===== config.mk =====
export PLATFORM = sky130hd
export DESIGN_NAME = dga_top
export DESIGN_NICKNAME = d
export VERILOG_FILES = /design/src/logic/dga_pkg.sv /design/src/logic/cs_decode.sv /design/src/logic/ctrl_strobe_reg.sv /design/src/logic/cycle_reg.sv /design/src/logic/dga_top.sv
export VERILOG_INCLUDE_DIRS = /design/src /design/src/logic
export SDC_FILE = /design/constraint.sdc
export NUM_CORES = 1
export LEC_CHECK = 0
export BUFFER_PORTS_ARGS = -buffer_cell sky130_fd_sc_hd__buf_2
export CORE_MARGIN = 3
export CORE_UTILIZATION = 37
export DETAILED_ROUTE_END_ITERATION = 16
export GPL_TIMING_DRIVEN = 1
export PLACE_DENSITY = 0.81
export SLEW_MARGIN = 10
export SYNTH_ARGS = -nofsm -noshare
export SYNTH_HDL_FRONTEND = slang
export SYNTH_SLANG_ARGS = --single-unit

===== constraint.sdc =====
create_clock -name clk -period 1.35 [get_ports clk]
set_input_delay 0.3375 -clock clk [delete_from_list [all_inputs] [get_ports clk]]
set_output_delay 0.3375 -clock clk [all_outputs]
set_load 0.02 [all_outputs]

===== src/logic/dga_consts.svh =====
/*
 * Field widths, data bus bit positions and command codes of the decode
 * gate array. Included by the package, the RTL that decodes or loads bits
 */

`ifndef DGA_CONSTS_SVH
`define DGA_CONSTS_SVH

// Control-store command word fields
`define DGA_COMM_W 5
`define DGA_MIS_W  2

// Internal data bus
`define DGA_IDB_W  16

// Data bus bits taken on a system I/O control command
`define DGA_IDB_EMCL_BIT  5
`define DGA_IDB_RESET_BIT 7

// Memory and I/O group, top bit of comm set
`define CMD_FETCH 5'h10
`define CMD_READ  5'h11
`define CMD_WRITE 5'h12
`define CMD_FMISS 5'h13
`define CMD_IORQ  5'h18
`define CMD_RWCS  5'h19

// Control group, top bit of comm clear
`define CMD_WCHIM 5'h01
`define CMD_SIOC  5'h05
`define CMD_SSTOP 5'h06
`define CMD_SLOW  5'h08
`define CMD_START 5'h0B
`define CMD_CLRTI 5'h0D

// Codes not listed here decode to nothing
// 1Fh and the gaps in both groups are spare

`endif


===== src/logic/dga_pkg.sv =====
/*
 * Types shared by the decoder and the two register stages.
 * Referenced by scoped name from each module that needs them
 */

`include "dga_consts.svh"

package dga_pkg;

  // Command word as strobed from the control store
  typedef struct packed {
    logic [`DGA_MIS_W-1:0]  mis;
    logic [`DGA_COMM_W-1:0] comm;
  } cs_word_t;

  // Memory-cycle and I/O requests
  typedef struct packed {
    logic mreq;
    logic fetch;
    logic write;
    logic fmiss;
    // Byte format, taken from mis[0]
    logic form;
    logic iorq;
    // Short I/O, taken from mis[1]
    logic short_io;
    logic rwcs;
  } mem_req_t;

  // One-shot control strobes
  typedef struct packed {
    logic sstop;
    logic start;
    logic clrti;
    // Also the load enable for emcl and sys_reset
    logic sioc;
    logic slow;
    logic wchim;
  } ctrl_req_t;

endpackage


===== src/logic/cs_decode.sv =====
/*
 * Combinational decode of the strobed control-store command.
 * Produces memory/I/O requests and control strobes for the register stages
 */

`timescale 1ns/10ps

`include "dga_consts.svh"

module cs_decode (
  input  logic               lcs,
  input  dga_pkg::cs_word_t  cmd,
  output dga_pkg::mem_req_t  mem_req,
  output dga_pkg::ctrl_req_t ctrl_req
);

  logic mem_group;

  // Top bit of the command field splits the two groups
  assign mem_group = cmd.comm[`DGA_COMM_W-1];

  // Memory and I/O group
  always_comb begin
    mem_req = '0;
    if (lcs && mem_group) begin
      case (cmd.comm)
        `CMD_FETCH,
        `CMD_READ,
        `CMD_WRITE,
        `CMD_FMISS: begin
          mem_req.mreq  = 1'b1;
          mem_req.fetch = (cmd.comm == `CMD_FETCH);
          mem_req.write = (cmd.comm == `CMD_WRITE);
          mem_req.fmiss = (cmd.comm == `CMD_FMISS);
          // Byte format for every memory cycle
          mem_req.form  = cmd.mis[0];
        end
        `CMD_IORQ: begin
          mem_req.iorq     = 1'b1;
          mem_req.short_io = cmd.mis[1];
        end
        `CMD_RWCS: begin
          mem_req.rwcs = 1'b1;
        end
        default: begin
          mem_req = '0;
        end
      endcase
    end
  end

  // Control group
  always_comb begin
    ctrl_req = '0;
    if (lcs && !mem_group) begin
      case (cmd.comm)
        `CMD_WCHIM: begin
          // Channel image write only with an empty modifier
          ctrl_req.wchim = (cmd.mis == '0);
        end
        `CMD_SIOC: begin
          ctrl_req.sioc = 1'b1;
        end
        `CMD_SSTOP: begin
          ctrl_req.sstop = 1'b1;
        end
        `CMD_SLOW: begin
          ctrl_req.slow = 1'b1;
        end
        `CMD_START: begin
          ctrl_req.start = 1'b1;
        end
        `CMD_CLRTI: begin
          ctrl_req.clrti = 1'b1;
        end
        default: begin
          ctrl_req = '0;
        end
      endcase
    end
  end

endmodule


===== src/logic/ctrl_strobe_reg.sv =====
/*
 * Registers the one-cycle control strobes and holds the two system
 * control bits, loaded from the data bus on system I/O control
 */

`timescale 1ns/10ps

`include "dga_consts.svh"

module ctrl_strobe_reg (
  input  logic                  clk,
  input  logic                  rst,
  input  dga_pkg::ctrl_req_t    ctrl_req,
  input  logic [`DGA_IDB_W-1:0] idb,
  output logic                  sstop,
  output logic                  start,
  output logic                  clrti,
  output logic                  sioc,
  output logic                  slow,
  output logic                  wchim,
  output logic                  emcl,
  output logic                  sys_reset
);

  dga_pkg::ctrl_req_t strobe_q;
  logic               emcl_q;
  logic               sys_reset_q;

  // Strobes live for exactly one cycle
  always_ff @(posedge clk) begin
    if (rst) begin
      strobe_q <= '0;
    end else begin
      strobe_q <= ctrl_req;
    end
  end

  // System control bits hold until the next sioc command
  always_ff @(posedge clk) begin
    if (rst) begin
      emcl_q      <= 1'b0;
      sys_reset_q <= 1'b0;
    end else if (ctrl_req.sioc) begin
      emcl_q      <= idb[`DGA_IDB_EMCL_BIT];
      sys_reset_q <= idb[`DGA_IDB_RESET_BIT];
    end
  end

  assign sstop     = strobe_q.sstop;
  assign start     = strobe_q.start;
  assign clrti     = strobe_q.clrti;
  assign sioc      = strobe_q.sioc;
  assign slow      = strobe_q.slow;
  assign wchim     = strobe_q.wchim;
  assign emcl      = emcl_q;
  assign sys_reset = sys_reset_q;

endmodule


===== src/logic/cycle_reg.sv =====
/*
 * Registers the memory-cycle and I/O requests for one cycle.
 * Read and data transfer phases are formed ahead of the flops
 */

`timescale 1ns/10ps

module cycle_reg (
  input  logic              clk,
  input  logic              rst,
  input  dga_pkg::mem_req_t mem_req,
  output logic              mreq,
  output logic              fetch,
  output logic              write,
  output logic              fmiss,
  output logic              form,
  output logic              iorq,
  output logic              short_io,
  output logic              rwcs,
  output logic              rt,
  output logic              dt
);

  dga_pkg::mem_req_t req_q;
  logic              rt_d;
  logic              dt_d;
  logic              rt_q;
  logic              dt_q;

  // Transfer phases, so they line up with mreq
  assign rt_d = mem_req.mreq & ~mem_req.write;
  assign dt_d = mem_req.mreq & mem_req.write;

  always_ff @(posedge clk) begin
    if (rst) begin
      req_q <= '0;
      rt_q  <= 1'b0;
      dt_q  <= 1'b0;
    end else begin
      req_q <= mem_req;
      rt_q  <= rt_d;
      dt_q  <= dt_d;
    end
  end

  assign mreq     = req_q.mreq;
  assign fetch    = req_q.fetch;
  assign write    = req_q.write;
  assign fmiss    = req_q.fmiss;
  assign form     = req_q.form;
  assign iorq     = req_q.iorq;
  assign short_io = req_q.short_io;
  assign rwcs     = req_q.rwcs;
  assign rt       = rt_q;
  assign dt       = dt_q;

endmodule


===== src/logic/dga_top.sv =====
/*
 * Decode gate array top: command decoder feeding the request
 * register and the control strobe register
 */

`timescale 1ns/10ps

`include "dga_consts.svh"

module dga_top (
  input  logic                  clk,
  input  logic                  rst,
  input  logic                  lcs,
  input  dga_pkg::cs_word_t     cmd,
  input  logic [`DGA_IDB_W-1:0] idb,
  output logic                  mreq,
  output logic                  fetch,
  output logic                  write,
  output logic                  fmiss,
  output logic                  form,
  output logic                  iorq,
  output logic                  short_io,
  output logic                  rwcs,
  output logic                  rt,
  output logic                  dt,
  output logic                  sstop,
  output logic                  start,
  output logic                  clrti,
  output logic                  sioc,
  output logic                  slow,
  output logic                  wchim,
  output logic                  emcl,
  output logic                  sys_reset
);

  dga_pkg::mem_req_t  mem_req;
  dga_pkg::ctrl_req_t ctrl_req;

  cs_decode i_cs_decode (
    .lcs      (lcs),
    .cmd      (cmd),
    .mem_req  (mem_req),
    .ctrl_req (ctrl_req)
  );

  cycle_reg i_cycle_reg (
    .clk      (clk),
    .rst      (rst),
    .mem_req  (mem_req),
    .mreq     (mreq),
    .fetch    (fetch),
    .write    (write),
    .fmiss    (fmiss),
    .form     (form),
    .iorq     (iorq),
    .short_io (short_io),
    .rwcs     (rwcs),
    .rt       (rt),
    .dt       (dt)
  );

  ctrl_strobe_reg i_ctrl_strobe_reg (
    .clk       (clk),
    .rst       (rst),
    .ctrl_req  (ctrl_req),
    .idb       (idb),
    .sstop     (sstop),
    .start     (start),
    .clrti     (clrti),
    .sioc      (sioc),
    .slow      (slow),
    .wchim     (wchim),
    .emcl      (emcl),
    .sys_reset (sys_reset)
  );

endmodule


==> flow_summary_export.csv <==
group,metric,value,unit
status,status,"completed",
placement,place.gp.congestion,0.7726,
global_routing,grt_usage,11.42,%
synth,yosysSeqAreaShare,60.25,%
synth,synth_area,598.1,sq um
cts,clk_latency,280,ps
synth,ys_types,19,
cts,clk_pin_slew,90,ps
setup_path,crit_type,"reg2out",
worst_hold_path,holdCritPathClass,"in2reg",
routing,vias,478,
synth,synthMuxAreaShare,3.347,%
layout,post-route-util,59.39,%
cts,cts_max_level,1,
synth,synth_top_family_by_area,"simple AND/OR/NAND/NOR gates",
synth,syn_inst,51,
power_and_ir_drop,peakVddDrop,578.3,uV
cts,cts.root.buffer_cell,"clkbuf_4",
timing,fin_worst_skew,0,ps
synth,synth-compound-area-share,0,%
routing,drc,0,
synth,synth_seq_cells,18,
layout,finalNonFillerCells,103,
flow_run,timing.max_cap.violations,0,
timing,max_freq,886.3,MHz
cts,cts_tree,"done",
setup_path,slowest_delay,350,ps
global_routing,grt_pass1_wl,1718,microns
setup_path,worst-path-buf-inv,1,
routing,routed_via_density,4.641,
routing,drtPass1Iterations,2,
cts,cts_setup_buffers,0,
die,row_count,13,
layout,fin_nets,115,
setup_path,cp.arrival,790,ps
timing,rsz0062_at_grt,"false",
global_routing,grt_pass1_vias,427,
timing,finalSetupViolCount,0,
die,pin_count,44,
timing,fin_setup_tns,0,ps
setup_path,crit_fanout,2,
layout,antennaDiodeCount,0,
cts,clock-sinks,18,
cts,cts_made_buffers,3,
die,core,0.001399,sq mm
routing,ant_nets,0,
timing,fin_crit,1128,ps
synth,synth-simple-area-share,34.94,%
cts,hold_buffers,0,
placement,port_buffers,29,
die,die_h,46.21,microns
setup_path,crit_path_start_kind,"register",
placement,place_inst,99,
die,dieArea,0.002135,sq mm
placement,dp_slack,48.65,ps
timing,slew_violations,0,
timing,worstMarginPinSlew,269.6,ps
timing,fin_ws,221.7,ps
global_routing,antenna_found_initial,0,
routing,drtIter0Drc,6,
cts,clockBufferDepth,2,
power_and_ir_drop,p_leak,0.4157,nW
layout,syn2layout_area_growth,38.91,%
layout,stdcell_area,830.8,sq um
timing,finalHoldViolCount,0,
setup_path,crit_chain,"buf_2",
routing,finalWirelength,1048,microns
die,fp.dieW,46.21,microns
synth,synthAdderAreaFrac,0,%
placement,hpwl,885.2,microns
power_and_ir_drop,power_density,1102,mW/mm^2
placement,place_area,794.5,sq um
global_routing,overflow,0,
power_and_ir_drop,p_total,0.9153,mW
global_routing,grt_max_degree,11,
setup_path,cpLargestDelayFamily,"flip-flops",
cts,cts_resized,0,
synth,synthXorXnorAreaFrac,0,%
setup_path,crit_slowest_cell,"dfxtp_1",
layout,drive_gt1_share,48.86,%
die,start_util,42.75,%
timing,max-slew-margin-rel,81.77,%
synth,ys_warn_count,0,
synth,avgSynthCellArea,11.73,sq um
synth,synth_nets,77,
setup_path,endpoint_kind,"output pin",
timing,worst_hold_slack,221.0,ps
setup_path,worstPathRequired,1010,ps
timing,post-route-period-util,83.58,%
routing,wire_per_inst,10.17,microns
[final timing paths]
check                                                                end  depth (start not counted)                                startpoint  slack [ps]
worst max-delay path                                           sys_reset                          1  i_ctrl_strobe_reg.sys_reset$_SDFFE_PP0P_         220
worst min-delay path                  i_ctrl_strobe_reg.wchim$_SDFF_PP0_                          2                                    cmd[6]         220
worst max register to register  i_ctrl_strobe_reg.sys_reset$_SDFFE_PP0P_                          2  i_ctrl_strobe_reg.sys_reset$_SDFFE_PP0P_         770
worst min register to register       i_ctrl_strobe_reg.emcl$_SDFFE_PP0P_                          2       i_ctrl_strobe_reg.emcl$_SDFFE_PP0P_         480
[cells in the mapped netlist, drive strengths merged]
library cell	number	area, sq um
and2	3	18.77
and3	3	18.77
and4	1	8.760
and4bb	1	12.51
buf	1	5.000
dfxtp	18	360.4
inv	1	3.750
mux2i	2	20.02
nand2b	6	37.54
nand3b	2	18.77
nand4bb	1	11.26
nor2	5	26.27
nor3	3	15.01
nor4	1	6.260
nor4b	2	23.77
or3b	1	11.26
[final cells by class]
class | instances | area, sq um
multi-input cells | 31 | 229.0
flip-flops and latches | 18 | 360.3
well taps | 15 | 18.77
inverters | 1 | 3.754
clock buffers | 4 | 36.28
repair buffers | 34 | 182.7
fillers | 134 | 568.0
[logic make-up after synthesis]
group / Yosys count
AND/OR/NAND/NOR: 29
flip-flops: 18
multiplexers: 2
buffers and inverters: 2
[report_power, final]
part	total (mW)	switching, mW	internal (mW)
logic	0.0712	0.0352	0.0360
clock network	0.309	0.145	0.164
registers	0.535	0.000806	0.534
[cell usage in the layout (no fill, tap or decap)]
cell,count
nor4_1,1
buf_4,5
and4_1,1
nor2_4,1
nor3_1,3
dfxtp_1,18
and3_1,3
or3b_4,1
nor4b_1,1
nand3b_2,1
inv_2,1
and2_1,3
nor4b_2,1
and4bb_1,1
nor2_1,4
nand2b_1,6
clkbuf_8,1
buf_2,29
nand4bb_1,1
clkbuf_4,3
mux2i_1,2
nand3b_1,1
[layer usage]
metal | wire length (microns) | vias to the layer above | track usage [%]
met5 | 0 | - | 0
met4 | 0 | 0 | 6.818
met3 | 143 | 0 | 3.906
met2 | 475 | 24 | 17.86
met1 | 429 | 203 | 13.30
li1 | - | 251 | -
Power figures use the tool's default switching activity.
